<file path="config.mk">
export PLATFORM = sky130hd
export DESIGN_NAME = decode_stage
export DESIGN_NICKNAME = d
export VERILOG_FILES = /design/src/design/osiris_decode_pkg.sv /design/src/design/alu_decoder.sv /design/src/design/decode_stage.sv /design/src/design/id_ex_register.sv /design/src/design/imm_extend.sv /design/src/design/op_decoder.sv /design/src/design/register_file.sv
export SDC_FILE = /design/constraint.sdc
export NUM_CORES = 2
export LEC_CHECK = 0
export BUFFER_PORTS_ARGS = -buffer_cell sky130_fd_sc_hd__buf_2
export CORE_MARGIN = 2
export CORE_UTILIZATION = 50
export CTS_CLUSTER_DIAMETER = 120
export DETAILED_ROUTE_END_ITERATION = 8
export MAX_ROUTING_LAYER = met4
export PLACE_DENSITY = 0.67
export SETUP_SLACK_MARGIN = 0.2
export SYNTH_ARGS = -nofsm -noshare
export SYNTH_HDL_FRONTEND = slang
export SYNTH_HIERARCHICAL = 1
export SYNTH_SLANG_ARGS = --single-unit
export TNS_END_PERCENT = 20
</file>
<file path="constraint.sdc">
create_clock -name i_clk -period 6.5 [get_ports i_clk]
set_clock_uncertainty 0.1 [all_clocks]
set_input_delay 1.3 -clock i_clk [delete_from_list [all_inputs] [get_ports i_clk]]
set_output_delay 1.3 -clock i_clk [all_outputs]
set_load 0.01 [all_outputs]
</file>
<file path="src/design/osiris_decode_pkg.sv">
// width types, opcode constants, alu class and control codes, immediate and result selects
package osiris_decode_pkg;

    // ------------------------------------------------------------------
    // width types
    // ------------------------------------------------------------------
    typedef logic [31:0] word_t;        // data word or instruction
    typedef logic [4:0]  reg_addr_t;    // register index
    typedef logic [4:0]  opcode_t;      // instr[6:2], low two bits always 11
    typedef logic [2:0]  alu_class_t;   // coarse op class from main decoder
    typedef logic [4:0]  alu_control_t; // code the ALU actually sees
    typedef logic [2:0]  imm_src_t;     // immediate format
    typedef logic [1:0]  result_src_t;  // write-back mux select

    // ------------------------------------------------------------------
    // opcodes, instr[6:2]
    // ------------------------------------------------------------------
    localparam opcode_t LOAD   = 5'b00000;
    localparam opcode_t FENCE  = 5'b00011;
    localparam opcode_t OP_IMM = 5'b00100;
    localparam opcode_t AUIPC  = 5'b00101;
    localparam opcode_t STORE  = 5'b01000;
    localparam opcode_t OP     = 5'b01100;
    localparam opcode_t LUI    = 5'b01101;
    localparam opcode_t BRANCH = 5'b11000;
    localparam opcode_t JALR   = 5'b11001;
    localparam opcode_t JAL    = 5'b11011;
    localparam opcode_t SYSTEM = 5'b11100; // ecall/ebreak, handled as add

    // alu classes
    localparam alu_class_t ALU_CLASS_LUI     = 3'b000;
    localparam alu_class_t ALU_CLASS_ARITH   = 3'b001; // r-type and i-type arithmetic
    localparam alu_class_t ALU_CLASS_ADD_SUB = 3'b010; // r-type funct3 000
    localparam alu_class_t ALU_CLASS_BRANCH  = 3'b011;
    localparam alu_class_t ALU_CLASS_ADD     = 3'b100; // address calc and the rest

    // alu control codes
    localparam alu_control_t ALUC_AND  = 5'd0;
    localparam alu_control_t ALUC_OR   = 5'd1;
    localparam alu_control_t ALUC_XOR  = 5'd2;
    localparam alu_control_t ALUC_ADD  = 5'd3;
    localparam alu_control_t ALUC_SUB  = 5'd4;
    localparam alu_control_t ALUC_SLL  = 5'd5;
    localparam alu_control_t ALUC_SRL  = 5'd6;
    localparam alu_control_t ALUC_SLT  = 5'd7;  // signed
    localparam alu_control_t ALUC_SLTU = 5'd8;
    localparam alu_control_t ALUC_SRA  = 5'd9;
    localparam alu_control_t ALUC_BEQ  = 5'd10;
    localparam alu_control_t ALUC_BNE  = 5'd11;
    localparam alu_control_t ALUC_BLT  = 5'd12;
    localparam alu_control_t ALUC_BLTU = 5'd13;
    localparam alu_control_t ALUC_BGE  = 5'd14;
    localparam alu_control_t ALUC_BGEU = 5'd15;
    localparam alu_control_t ALUC_LUI  = 5'd16; // pass imm through

    // immediate formats
    localparam imm_src_t IMM_I = 3'b000;
    localparam imm_src_t IMM_S = 3'b001;
    localparam imm_src_t IMM_B = 3'b010;
    localparam imm_src_t IMM_J = 3'b011;
    localparam imm_src_t IMM_U = 3'b100;

    // write-back selects
    localparam result_src_t RES_ALU    = 2'b00;
    localparam result_src_t RES_MEM    = 2'b01;
    localparam result_src_t RES_PC4    = 2'b10; // link value for jal/jalr
    localparam result_src_t RES_PC_IMM = 2'b11; // auipc

endpackage

</file>
<file path="src/design/alu_decoder.sv">
// alu decoder, alu class plus funct3 and funct7[5] to the 5-bit alu control code
`timescale 1ns/1ps

module alu_decoder
    import osiris_decode_pkg::*;
(
    input  alu_class_t   i_alu_class,
    input  logic [2:0]   i_funct_3,
    input  logic         i_funct_7_5,   // sub / sra select
    output alu_control_t o_alu_control
);

    always_comb begin
        o_alu_control = ALUC_ADD;
        case (i_alu_class)
            ALU_CLASS_ADD_SUB: o_alu_control = i_funct_7_5 ? ALUC_SUB : ALUC_ADD;

            ALU_CLASS_ARITH: begin
                // op-imm never reaches sub, its funct3 000 is always addi
                case (i_funct_3)
                    3'b000:  o_alu_control = ALUC_ADD;
                    3'b001:  o_alu_control = ALUC_SLL;
                    3'b010:  o_alu_control = ALUC_SLT;
                    3'b011:  o_alu_control = ALUC_SLTU;
                    3'b100:  o_alu_control = ALUC_XOR;
                    3'b101:  o_alu_control = i_funct_7_5 ? ALUC_SRA : ALUC_SRL;
                    3'b110:  o_alu_control = ALUC_OR;
                    default: o_alu_control = ALUC_AND;  // 111
                endcase
            end

            ALU_CLASS_BRANCH: begin
                case (i_funct_3)
                    3'b001:  o_alu_control = ALUC_BNE;
                    3'b100:  o_alu_control = ALUC_BLT;
                    3'b101:  o_alu_control = ALUC_BGE;
                    3'b110:  o_alu_control = ALUC_BLTU;
                    3'b111:  o_alu_control = ALUC_BGEU;
                    default: o_alu_control = ALUC_BEQ;  // 000 and the reserved 010/011
                endcase
            end

            ALU_CLASS_LUI: o_alu_control = ALUC_LUI;
            default:       o_alu_control = ALUC_ADD;    // add class, addresses and auipc
        endcase
    end

endmodule

</file>
<file path="src/design/decode_stage.sv">
// decode stage top, field slicing and wiring of decoders, register file and id/ex register
`timescale 1ns/1ps

module decode_stage
    import osiris_decode_pkg::*;
#(
    parameter int NUM_REGS = 32
) (
    input  logic         i_clk,
    input  logic         i_reset,
    input  word_t        i_instr_ID,
    input  word_t        i_pc_ID,
    input  logic         i_stall,
    input  logic         i_flush,
    input  logic         i_wb_reg_write,  // write-back port
    input  reg_addr_t    i_wb_rd,
    input  word_t        i_wb_result,
    output logic         o_jump_EX,
    output logic         o_branch_EX,
    output logic         o_reg_write_EX,
    output logic         o_mem_write_EX,
    output logic         o_alu_src_EX,
    output logic         o_addr_src_EX,
    output logic         o_fence_EX,
    output result_src_t  o_result_src_EX,
    output alu_control_t o_alu_control_EX,
    output word_t        o_rd1_EX,
    output word_t        o_rd2_EX,
    output word_t        o_imm_ext_EX,
    output word_t        o_pc_EX,
    output reg_addr_t    o_rd_EX,
    output logic [2:0]   o_funct_3_EX
);

    // ------------------------------------------------------------------
    // instruction fields
    // ------------------------------------------------------------------
    opcode_t    opcode;
    logic [2:0] funct_3;
    logic       funct_7_5;
    reg_addr_t  rs1, rs2, rd;

    assign opcode    = i_instr_ID[6:2];   // bits 1:0 ignored
    assign funct_3   = i_instr_ID[14:12];
    assign funct_7_5 = i_instr_ID[30];
    assign rs1       = i_instr_ID[19:15];
    assign rs2       = i_instr_ID[24:20];
    assign rd        = i_instr_ID[11:7];

    // decoded controls and operands
    logic         jump, branch, reg_write, mem_write;
    logic         alu_src, addr_src, fence;
    result_src_t  result_src;
    imm_src_t     imm_src;
    alu_class_t   alu_class;
    alu_control_t alu_control;
    word_t        imm_ext, rd1, rd2;

    op_decoder u_op_decoder (
        .i_op(opcode), .i_funct_3(funct_3),
        .o_jump_ID(jump), .o_branch_ID(branch), .o_reg_write_ID(reg_write),
        .o_mem_write_ID(mem_write), .o_alu_src_ID(alu_src), .o_addr_src_ID(addr_src),
        .o_fence_ID(fence), .o_result_src_ID(result_src), .o_imm_src_ID(imm_src),
        .o_alu_class(alu_class)
    );

    alu_decoder u_alu_decoder (
        .i_alu_class(alu_class), .i_funct_3(funct_3), .i_funct_7_5(funct_7_5),
        .o_alu_control(alu_control)
    );

    imm_extend u_imm_extend (
        .i_instr(i_instr_ID), .i_imm_src(imm_src), .o_imm_ext(imm_ext)
    );

    // operand path, in parallel with the decoders
    register_file #(.NUM_REGS(NUM_REGS)) u_register_file (
        .i_clk(i_clk), .i_reset(i_reset), .i_rs1(rs1), .i_rs2(rs2),
        .i_we(i_wb_reg_write), .i_rd(i_wb_rd), .i_wd(i_wb_result),
        .o_rd1(rd1), .o_rd2(rd2)
    );

    id_ex_register u_id_ex_register (
        .i_clk(i_clk), .i_reset(i_reset), .i_stall(i_stall), .i_flush(i_flush),
        .i_jump_ID(jump), .i_branch_ID(branch), .i_reg_write_ID(reg_write),
        .i_mem_write_ID(mem_write), .i_alu_src_ID(alu_src), .i_addr_src_ID(addr_src),
        .i_fence_ID(fence), .i_result_src_ID(result_src), .i_alu_control(alu_control),
        .i_rd1(rd1), .i_rd2(rd2), .i_imm_ext(imm_ext), .i_pc(i_pc_ID), .i_rd(rd),
        .i_funct_3(funct_3),
        .o_jump_EX(o_jump_EX), .o_branch_EX(o_branch_EX),
        .o_reg_write_EX(o_reg_write_EX), .o_mem_write_EX(o_mem_write_EX),
        .o_alu_src_EX(o_alu_src_EX), .o_addr_src_EX(o_addr_src_EX),
        .o_fence_EX(o_fence_EX), .o_result_src_EX(o_result_src_EX),
        .o_alu_control_EX(o_alu_control_EX), .o_rd1_EX(o_rd1_EX), .o_rd2_EX(o_rd2_EX),
        .o_imm_ext_EX(o_imm_ext_EX), .o_pc_EX(o_pc_EX), .o_rd_EX(o_rd_EX),
        .o_funct_3_EX(o_funct_3_EX)
    );

endmodule

</file>
<file path="src/design/id_ex_register.sv">
// id/ex pipeline register with reset, stall hold, flush bubble and checks
`timescale 1ns/1ps

module id_ex_register
    import osiris_decode_pkg::*;
(
    input  logic         i_clk,
    input  logic         i_reset,
    input  logic         i_stall,          // hold current entry
    input  logic         i_flush,          // insert bubble, wins over stall
    // control path
    input  logic         i_jump_ID,
    input  logic         i_branch_ID,
    input  logic         i_reg_write_ID,
    input  logic         i_mem_write_ID,
    input  logic         i_alu_src_ID,
    input  logic         i_addr_src_ID,
    input  logic         i_fence_ID,
    input  result_src_t  i_result_src_ID,
    input  alu_control_t i_alu_control,
    // operand path
    input  word_t        i_rd1,
    input  word_t        i_rd2,
    input  word_t        i_imm_ext,
    input  word_t        i_pc,
    input  reg_addr_t    i_rd,
    input  logic [2:0]   i_funct_3,        // load/store width downstream
    // ex side
    output logic         o_jump_EX,
    output logic         o_branch_EX,
    output logic         o_reg_write_EX,
    output logic         o_mem_write_EX,
    output logic         o_alu_src_EX,
    output logic         o_addr_src_EX,
    output logic         o_fence_EX,
    output result_src_t  o_result_src_EX,
    output alu_control_t o_alu_control_EX,
    output word_t        o_rd1_EX,
    output word_t        o_rd2_EX,
    output word_t        o_imm_ext_EX,
    output word_t        o_pc_EX,
    output reg_addr_t    o_rd_EX,
    output logic [2:0]   o_funct_3_EX
);

    always_ff @(posedge i_clk) begin
        if (i_reset || i_flush) begin  // bubble, data cleared as well
            o_jump_EX        <= 1'b0;
            o_branch_EX      <= 1'b0;
            o_reg_write_EX   <= 1'b0;
            o_mem_write_EX   <= 1'b0;
            o_alu_src_EX     <= 1'b0;
            o_addr_src_EX    <= 1'b0;
            o_fence_EX       <= 1'b0;
            o_result_src_EX  <= RES_ALU;
            o_alu_control_EX <= ALUC_AND;  // code 0
            o_rd1_EX         <= '0;
            o_rd2_EX         <= '0;
            o_imm_ext_EX     <= '0;
            o_pc_EX          <= '0;
            o_rd_EX          <= '0;
            o_funct_3_EX     <= '0;
        end else if (!i_stall) begin
            o_jump_EX        <= i_jump_ID;
            o_branch_EX      <= i_branch_ID;
            o_reg_write_EX   <= i_reg_write_ID;
            o_mem_write_EX   <= i_mem_write_ID;
            o_alu_src_EX     <= i_alu_src_ID;
            o_addr_src_EX    <= i_addr_src_ID;
            o_fence_EX       <= i_fence_ID;
            o_result_src_EX  <= i_result_src_ID;
            o_alu_control_EX <= i_alu_control;
            o_rd1_EX         <= i_rd1;
            o_rd2_EX         <= i_rd2;
            o_imm_ext_EX     <= i_imm_ext;
            o_pc_EX          <= i_pc;
            o_rd_EX          <= i_rd;
            o_funct_3_EX     <= i_funct_3;
        end
        // stall: everything holds
    end

    // ------------------------------------------------------------------
    // checks
    // ------------------------------------------------------------------
    // a flushed slot must not write anything back
    a_flush_bubble: assert property (@(posedge i_clk) disable iff (i_reset)
        i_flush |=> (!o_reg_write_EX && !o_mem_write_EX));

    // decoder never marks one instruction as two kinds of flow change
    a_ctrl_onehot: assert property (@(posedge i_clk) disable iff (i_reset)
        $onehot0({o_jump_EX, o_branch_EX, o_mem_write_EX}));

    a_stall_hold: assert property (@(posedge i_clk) disable iff (i_reset)
        (i_stall && !i_flush) |=> $stable({o_jump_EX, o_branch_EX, o_reg_write_EX,
            o_mem_write_EX, o_alu_src_EX, o_addr_src_EX, o_fence_EX, o_result_src_EX,
            o_alu_control_EX, o_rd1_EX, o_rd2_EX, o_imm_ext_EX, o_pc_EX, o_rd_EX,
            o_funct_3_EX}));

endmodule

</file>
<file path="src/design/imm_extend.sv">
// immediate generator for the i, s, b, j and u formats
`timescale 1ns/1ps

module imm_extend
    import osiris_decode_pkg::*;
(
    input  word_t    i_instr,
    input  imm_src_t i_imm_src,
    output word_t    o_imm_ext
);

    logic sign;  // every format takes its sign from bit 31

    assign sign = i_instr[31];

    always_comb begin
        case (i_imm_src)
            IMM_I: o_imm_ext = {{20{sign}}, i_instr[31:20]};
            IMM_S: o_imm_ext = {{20{sign}}, i_instr[31:25], i_instr[11:7]};
            // b and j are halfword offsets, lsb forced to zero
            IMM_B: o_imm_ext = {{19{sign}}, sign, i_instr[7], i_instr[30:25],
                                i_instr[11:8], 1'b0};
            IMM_J: o_imm_ext = {{11{sign}}, sign, i_instr[19:12], i_instr[20],
                                i_instr[30:21], 1'b0};
            IMM_U: o_imm_ext = {i_instr[31:12], 12'b0};  // no extension needed
            default: o_imm_ext = '0;
        endcase
    end

endmodule

</file>
<file path="src/design/op_decoder.sv">
// main decoder, opcode to control bits, immediate format and alu class
`timescale 1ns/1ps

module op_decoder
    import osiris_decode_pkg::*;
(
    input  opcode_t     i_op,
    input  logic [2:0]  i_funct_3,       // only needed to split add/sub from other r-type
    output logic        o_jump_ID,
    output logic        o_branch_ID,
    output logic        o_reg_write_ID,
    output logic        o_mem_write_ID,
    output logic        o_alu_src_ID,    // 1: operand b from immediate
    output logic        o_addr_src_ID,   // 1: jump target from rs1 (jalr)
    output logic        o_fence_ID,
    output result_src_t o_result_src_ID,
    output imm_src_t    o_imm_src_ID,
    output alu_class_t  o_alu_class
);

    always_comb begin
        // defaults cover unknown opcodes, decoded as a harmless add
        o_jump_ID       = 1'b0;
        o_branch_ID     = 1'b0;
        o_reg_write_ID  = 1'b0;
        o_mem_write_ID  = 1'b0;
        o_alu_src_ID    = 1'b0;
        o_addr_src_ID   = 1'b0;
        o_fence_ID      = 1'b0;
        o_result_src_ID = RES_ALU;
        o_imm_src_ID    = IMM_I;
        o_alu_class     = ALU_CLASS_ADD;

        case (i_op)
            LUI: begin
                o_reg_write_ID = 1'b1;
                o_alu_src_ID   = 1'b1;
                o_imm_src_ID   = IMM_U;
                o_alu_class    = ALU_CLASS_LUI;
            end
            AUIPC: begin
                o_reg_write_ID  = 1'b1;
                o_alu_src_ID    = 1'b1;
                o_imm_src_ID    = IMM_U;
                o_result_src_ID = RES_PC_IMM; // pc + upper imm
            end
            JAL: begin
                o_jump_ID       = 1'b1;
                o_reg_write_ID  = 1'b1;
                o_imm_src_ID    = IMM_J;
                o_result_src_ID = RES_PC4;    // rd gets link address
            end
            JALR: begin
                o_reg_write_ID  = 1'b1;
                o_alu_src_ID    = 1'b1;
                o_addr_src_ID   = 1'b1;       // target = rs1 + imm
                o_result_src_ID = RES_PC4;
            end
            LOAD: begin
                o_reg_write_ID  = 1'b1;
                o_alu_src_ID    = 1'b1;
                o_result_src_ID = RES_MEM;
            end
            STORE: begin
                o_mem_write_ID = 1'b1;
                o_alu_src_ID   = 1'b1;
                o_imm_src_ID   = IMM_S;
            end
            OP_IMM: begin
                o_reg_write_ID = 1'b1;
                o_alu_src_ID   = 1'b1;
                o_alu_class    = ALU_CLASS_ARITH;
            end
            OP: begin
                o_reg_write_ID = 1'b1;
                o_alu_class    = (i_funct_3 == 3'b000) ? ALU_CLASS_ADD_SUB : ALU_CLASS_ARITH;
            end
            BRANCH: begin
                o_branch_ID  = 1'b1;
                o_imm_src_ID = IMM_B;
                o_alu_class  = ALU_CLASS_BRANCH;
            end
            FENCE:  o_fence_ID = 1'b1;       // flag only, no ordering effect
            SYSTEM: begin
                o_reg_write_ID = 1'b1;       // ecall/ebreak run as addi
                o_alu_src_ID   = 1'b1;
            end
            default: ;
        endcase
    end

endmodule

</file>
<file path="src/design/register_file.sv">
// integer register file, two read ports, one write port, x0 zero, write-through bypass
`timescale 1ns/1ps

module register_file
    import osiris_decode_pkg::*;
#(
    parameter int NUM_REGS = 32  // 16 for rv32e
) (
    input  logic      i_clk,
    input  logic      i_reset,
    input  reg_addr_t i_rs1,
    input  reg_addr_t i_rs2,
    input  logic      i_we,
    input  reg_addr_t i_rd,
    input  word_t     i_wd,
    output word_t     o_rd1,
    output word_t     o_rd2
);

    word_t regs [NUM_REGS];

    logic write_ok;  // real write this cycle

    assign write_ok = i_we && (i_rd != '0) && (i_rd < NUM_REGS);

    always_ff @(posedge i_clk) begin
        if (i_reset) begin
            for (int i = 0; i < NUM_REGS; i++) begin
                regs[i] <= '0;
            end
        end else if (write_ok) begin
            regs[i_rd] <= i_wd;
        end
    end

    // ------------------------------------------------------------------
    // read ports, bypass gives the value being written this cycle
    // ------------------------------------------------------------------
    assign o_rd1 = (i_rs1 == '0 || i_rs1 >= NUM_REGS) ? '0 :    // x0 and holes read 0
                   (write_ok && i_rd == i_rs1)       ? i_wd : regs[i_rs1];
    assign o_rd2 = (i_rs2 == '0 || i_rs2 >= NUM_REGS) ? '0 :
                   (write_ok && i_rd == i_rs2)       ? i_wd : regs[i_rs2];

    // write-back must never address past the implemented file
    a_wr_addr_range: assert property (@(posedge i_clk) disable iff (i_reset)
        i_we |-> (i_rd < NUM_REGS));

    // write lands, visible the cycle after
    a_wr_lands: assert property (@(posedge i_clk) disable iff (i_reset)
        (i_we && i_rd != '0) |=> (regs[$past(i_rd)] == $past(i_wd)));

endmodule

</file>
[Word level (Yosys, flattened, before mapping)]
Memories as Yosys holds them, arrays and structs flattened.
Cells that the tools add are included.
Operators by class
  eq/ne operators: 26
  multiplexer cells: 29
  reduce and logical (&&, ||, !) cells: 16
Operators by type and width (number)
  32-bit 2-to-1 mux: 5
  32-bit one-hot mux with 5 select lines: 1
  5-bit one-hot mux with 7 select lines: 1
  32-bit OR reduction: 1
  3-bit one-hot mux with 4 select lines: 2
  5-bit equality test (second input constant): 4
  5-bit one-hot mux with 4 select lines: 1
  3-bit by 2-bit equality test with 1-bit output (second input constant): 6
  3-bit equality test (second input constant): 5
  5-bit by 4-bit equality test with 1-bit output (second input constant): 3
  5-bit logical NOT: 3
  3-bit one-hot mux with 5 select lines: 1
  1-bit 2-to-1 mux: 13
  5-bit by 3-bit equality test with 1-bit output (second input constant): 2
  5-bit equality test: 2
  3-bit by 1-bit equality test with 1-bit output (second input constant): 3
  3-bit logical NOT: 3
  8-bit OR reduction: 1
  7-bit OR reduction: 1
  2-bit one-hot mux with 3 select lines: 1
  5-bit by 2-bit equality test with 1-bit output (second input constant): 1
  5-bit 2-to-1 mux: 1
  5-bit nonzero test: 1
  4-bit 2-to-1 mux: 1
  other kinds (5): 8
Word-level totals
  register bits: 150
  memory bits (writable): 1024
  output and inout bits: 150
  word-level logic and storage cells: 87
  memories kept: 1
Memories
  u_register_file.regs: words 32, bits a word 32, rd ports 2, clocked after memory_dff 0, wr ports 32, line register_file.sv:20  | word_t regs [NUM_REGS];

[Depth between registers and ports, before layout]
  word-level depth: 7
  mapped depth: 12
  gate-level depth less buffers: 8

[Hierarchy]
The synthesis kept the hierarchy.
By module, submodules not included
  register_file: times used 1, cells each 3918, area each 55723.4 um^2, sequential area each 30749.5 um^2
  id_ex_register: times used 1, cells each 485, area each 5381.4 um^2, sequential area each 3002.9 um^2
  imm_extend: times used 1, cells each 73, area each 494.2 um^2, sequential area each 0.0 um^2
  op_decoder: times used 1, cells each 42, area each 281.5 um^2, sequential area each 0.0 um^2
  alu_decoder: times used 1, cells each 24, area each 176.4 um^2, sequential area each 0.0 um^2

[Least setup slack after synthesis]
No wires, ideal clock.
  path type: input to register
  start: input port i_instr_ID[20]
  end: register u_id_ex_register.o_rd2_EX[31]
  library setup time: 0.128 ns
  arrival: 3.158 ns
  data required time: 6.272 ns
  path slack: 3.114 ns
  stages on the path: 10
  path through: buf_2 buf_6 buf_6 buf_2 mux4_2 a22oi_1 nand2_1 a32o_1 mux2i_1 nor2_1
On the way
  longest elaborated chain between the ends: 4
Ends and longest elaborated chain
  start, declared: line decode_stage.sv:11  | input word_t i_instr_ID,
  parallel branches: the longest is 3 deep, another holds memory read 32 x 32 bit
  32-bit 2-to-1 mux *: line register_file.sv:41  | assign o_rd2 = (i_rs2 == '0 || i_rs2 >= NUM_REGS) ? '0 :
  net rd2[31]: line decode_stage.sv:57  | word_t imm_ext, rd1, rd2;
  end signal, assigned: line id_ex_register.sv:74  | o_rd2_EX <= i_rd2;
  end, declared: line id_ex_register.sv:39  | output word_t o_rd2_EX,
Mark *: on every way through the listed nets, which the timed path passes.
A chain may end at the register's enable or synchronous reset.

[Worst setup path after layout]
  start: input port i_wb_rd[3]
  end: register u_id_ex_register.o_rd2_EX[12]
On the way
  longest elaborated chain between the ends: 5
Ends and longest elaborated chain
  start, declared: line decode_stage.sv:16  | input reg_addr_t i_wb_rd,
  5-bit nonzero test: line register_file.sv:24  | assign write_ok = i_we && (i_rd != '0) && (i_rd < NUM_REGS);
  1-bit logical AND: line register_file.sv:24
  1-bit logical AND *: line register_file.sv:42  | (write_ok && i_rd == i_rs2) ? i_wd : regs[i_rs2];
  32-bit 2-to-1 mux *: line register_file.sv:42
  32-bit 2-to-1 mux *: line register_file.sv:41
  net rd2[12]: line decode_stage.sv:57
Mark *: on every way through the listed nets, which the timed path passes. The rest lies on a longest branch.

==> results.toml <==
[cts]
root_buffer = "clkbuf_16"
cts_hold_buf = 0
cts_tree = "done"
clkTransAtPathRegs_ns = 0.06
worstSkewPairLatency_ns = 0.78
cts_made_buffers = 132
htreeDepth = 4
cts_setup_buffers = 0
cts.repair.resized = 0
clockBufferDepth = 3
clock-sinks = 1174

[logic_synthesis]
ys_ff_latch = 1174
synthArstFlopShare = 0
synthCells = 4542
synth.cell_area_um2 = 62100
avgSynthCellArea_um2 = 13.7
synth_edf_count = 1024
seq_area_frac_synth = 0.544
synth_ff_type = "edfxtp_1"
synth.distinct_cells = 84
yosys_warnings = 6

[floorplan]
core_um2 = 123000
fp.dieW_um = 356
die_area_um2 = 127000
initial_core_util = 0.503
placementRows = 129
ios = 256
die_height_um = 356

[critical_path]
critPathMaxStageDelay_ns = 1.06
crit_buf_inv = 1
cp_data_required_time_ns = 7.09
cp_data_arrival_time_ns = 4.75
critPathTopFamily = "compound AO/OA/AOI/OAI gates"
path_cells = "buf_2 > or3_1 > o31ai_4 > nor4_4 > a21oi_4 > a32o_1 > mux2i_1 > nor2_1"
endpoint_kind = "flop"
crit_path_top_delay_cell = "a21oi_4"
cp-start-kind = "input pin"
critPathKind = "input pin to flop"
path_max_fanout = 22

[detailed_routing]
wirelength_um = 215000
firstDrtPassIters = 8
vias_per_cell = 6.72
wire_per_inst_um = 33.6
antenna_left = 0
num_vias = 43000
drc = 0
drt_iter0_markers = 7175

[pwr]
finalPower_mw = 18.4
power.density_nw_per_um2 = 266
power_leakage_nw = 25.5
power_switching_share = 0.253
pwr-share-comb = 0.121
peakVddDrop_mv = 0.313
pwr-share-clk = 0.401
p_int_mw = 13.7
p_sw_mw = 4.64
p_seq_frac = 0.479

[sta]
post-route-period-util = 0.639
rsz0062_at_grt = "false"
timing.fmax_mhz = 241
finalSetupViolCount = 0
tightest_slew_ns = 1.41
hold_violations = 0
fin_tns_setup_ns = 0
maxSlewHeadroom = 0.0581
slew_violations = 0
period_minus_slack_ns = 4.15
worst_hold_slack_ns = 0.385

[placement]
place_inst = 6149
port_buffers = 253
gp_congestion = 0.882
post_dp_cell_area_um2 = 64800
dp.final_hpwl_um = 126000

[hold_path]
min_path_type = "flop to flop"

[status]
outcome = "finished, final reports clean"

[grt]
grt_use_met3 = 0.0881
grt_remaining_overflow = 0
grt_pass1_wl_um = 301000
grt_start_max_net_pins = 80
globalRouteMet1Util = 0.456
grt_usage = 0.346
busiest_layer = "met2"
grtUsageMet2 = 0.509
antenna_found_initial = 22
grt_pass1_vias = 41100

[final_layout]
drive_gt1_frac = 0.233
final_cells = 6397
finalInstanceArea_um2 = 69100
final_common_cell = "edfxtp_1"
num-fill-cells = 9905
fin_nets = 4752
final_cell_mix = "edfxtp_1, and2_1, mux2i_1"
area_delta_synth_final_pct = 11.3

[run]
maxCapViolations = 0
[registers in the layout, summed over array words and instances, names as in the netlist, 2 cells and up]
register and count:
u_register_file/regs 1024, u_id_ex_register/o_imm_ext_EX 32, u_id_ex_register/o_rd_EX 5, u_id_ex_register/o_funct_3_EX 3, u_id_ex_register/o_rd2_EX 32, u_id_ex_register/o_result_src_EX 2
u_id_ex_register/o_alu_control_EX 5, u_id_ex_register/o_rd1_EX 32, u_id_ex_register/o_pc_EX 32
[worst register-to-register path: stages (launching register included)]
cell      delay (ns)
edfxtp_1        0.41
mux4_4          0.60
mux4_2          0.52
nor2b_1         0.16
a211o_1         0.35
mux2i_1         0.15
nor2_1          0.05
[final cells by class]
class                      instances  area [um2]  area share
sequential                      1174       33800       0.489
multi-input combinational       2922       26300       0.381
clock buffer                     174        3690      0.0535
timing repair buffer             407        2710      0.0392
tap                             1637        2050      0.0297
clock inverter                    62         507     0.00734
inverter                           9        33.8    0.000489
antenna                           12        30.0    0.000435
[cells in the mapped netlist (16+ instances only)]
cell type / count / area [um2]
nor2_1: 222 / 833
dfxtp_1: 150 / 3000
clkbuf_1: 300 / 1130
o21ai_0: 30 / 150
mux2i_1: 491 / 4910
a221oi_1: 35 / 307
edfxtp_1: 1024 / 30700
nor2b_1: 16 / 100
a32o_1: 32 / 320
mux4_2: 356 / 8020
o221ai_1: 33 / 289
buf_6: 58 / 653
mux2_2: 36 / 405
nand2_1: 132 / 495
or2_2: 34 / 213
a21oi_1: 105 / 526
nor3_1: 45 / 225
buf_2: 74 / 370
and2_1: 964 / 6030
a22oi_1: 66 / 495
buf_4: 23 / 173
a211oi_1: 47 / 353
o22ai_1: 45 / 282
[per-stage QoR]
stage / utilization / setup slack [ns]
floorplan: - / 3.11
global placement: 0.525 / 1.78
detailed placement: 0.525 / 1.75
CTS: 0.559 / 2.54
global route: 0.559 / 2.42
finish: 0.559 / 2.35
[power groups by stage]
stage	clock network, mW	registers, mW	logic [mW]
final	7.36	8.79	2.22
after global routing	7.70	8.83	2.29
after CTS	7.41	8.78	2.17
after detailed placement	0	8.94	2.16
after global placement	0	8.91	2.15
after floorplan	0	8.88	1.39
[layer usage]
| layer | vias to the layer above | wire, um | part of all wire |
|---|---|---|---|
| li1 | 17400 | - | - |
| met5 | - | 0 | 0 |
| met1 | 21700 | 79200 | 0.37 |
| met2 | 3380 | 96500 | 0.45 |
| met3 | 575 | 29300 | 0.14 |
| met4 | 0 | 10100 | 0.047 |
[cells by family (layout without fill, tap and decap cells)]
family,count (synthesis),after routing,synth area share
other,1,44,0.0000604
AOI/OAI and AO/OA,488,488,0.0584
and+or+nand+nor,1495,1495,0.137
buffers and inverters,477,652,0.0390
muxes,894,894,0.220
DFF,1174,1174,0.544
xor gates and xnor gates,13,13,0.00214
[worst paths after layout]
path / from / endpoint / slack (ns) / cells past startpoint
max: i_wb_rd[3] / u_id_ex_register/o_rd2_EX[12] / 2.35 / 8
min: u_id_ex_register/o_pc_EX[8] / u_id_ex_register/o_pc_EX[8] / 0.38 / 2
max reg2reg: u_register_file/regs[26][16] / u_id_ex_register/o_rd1_EX[16] / 4.04 / 6
min reg2reg: u_id_ex_register/o_pc_EX[8] / u_id_ex_register/o_pc_EX[8] / 0.38 / 2
No activity file was read; power rests on OpenSTA's default activity.
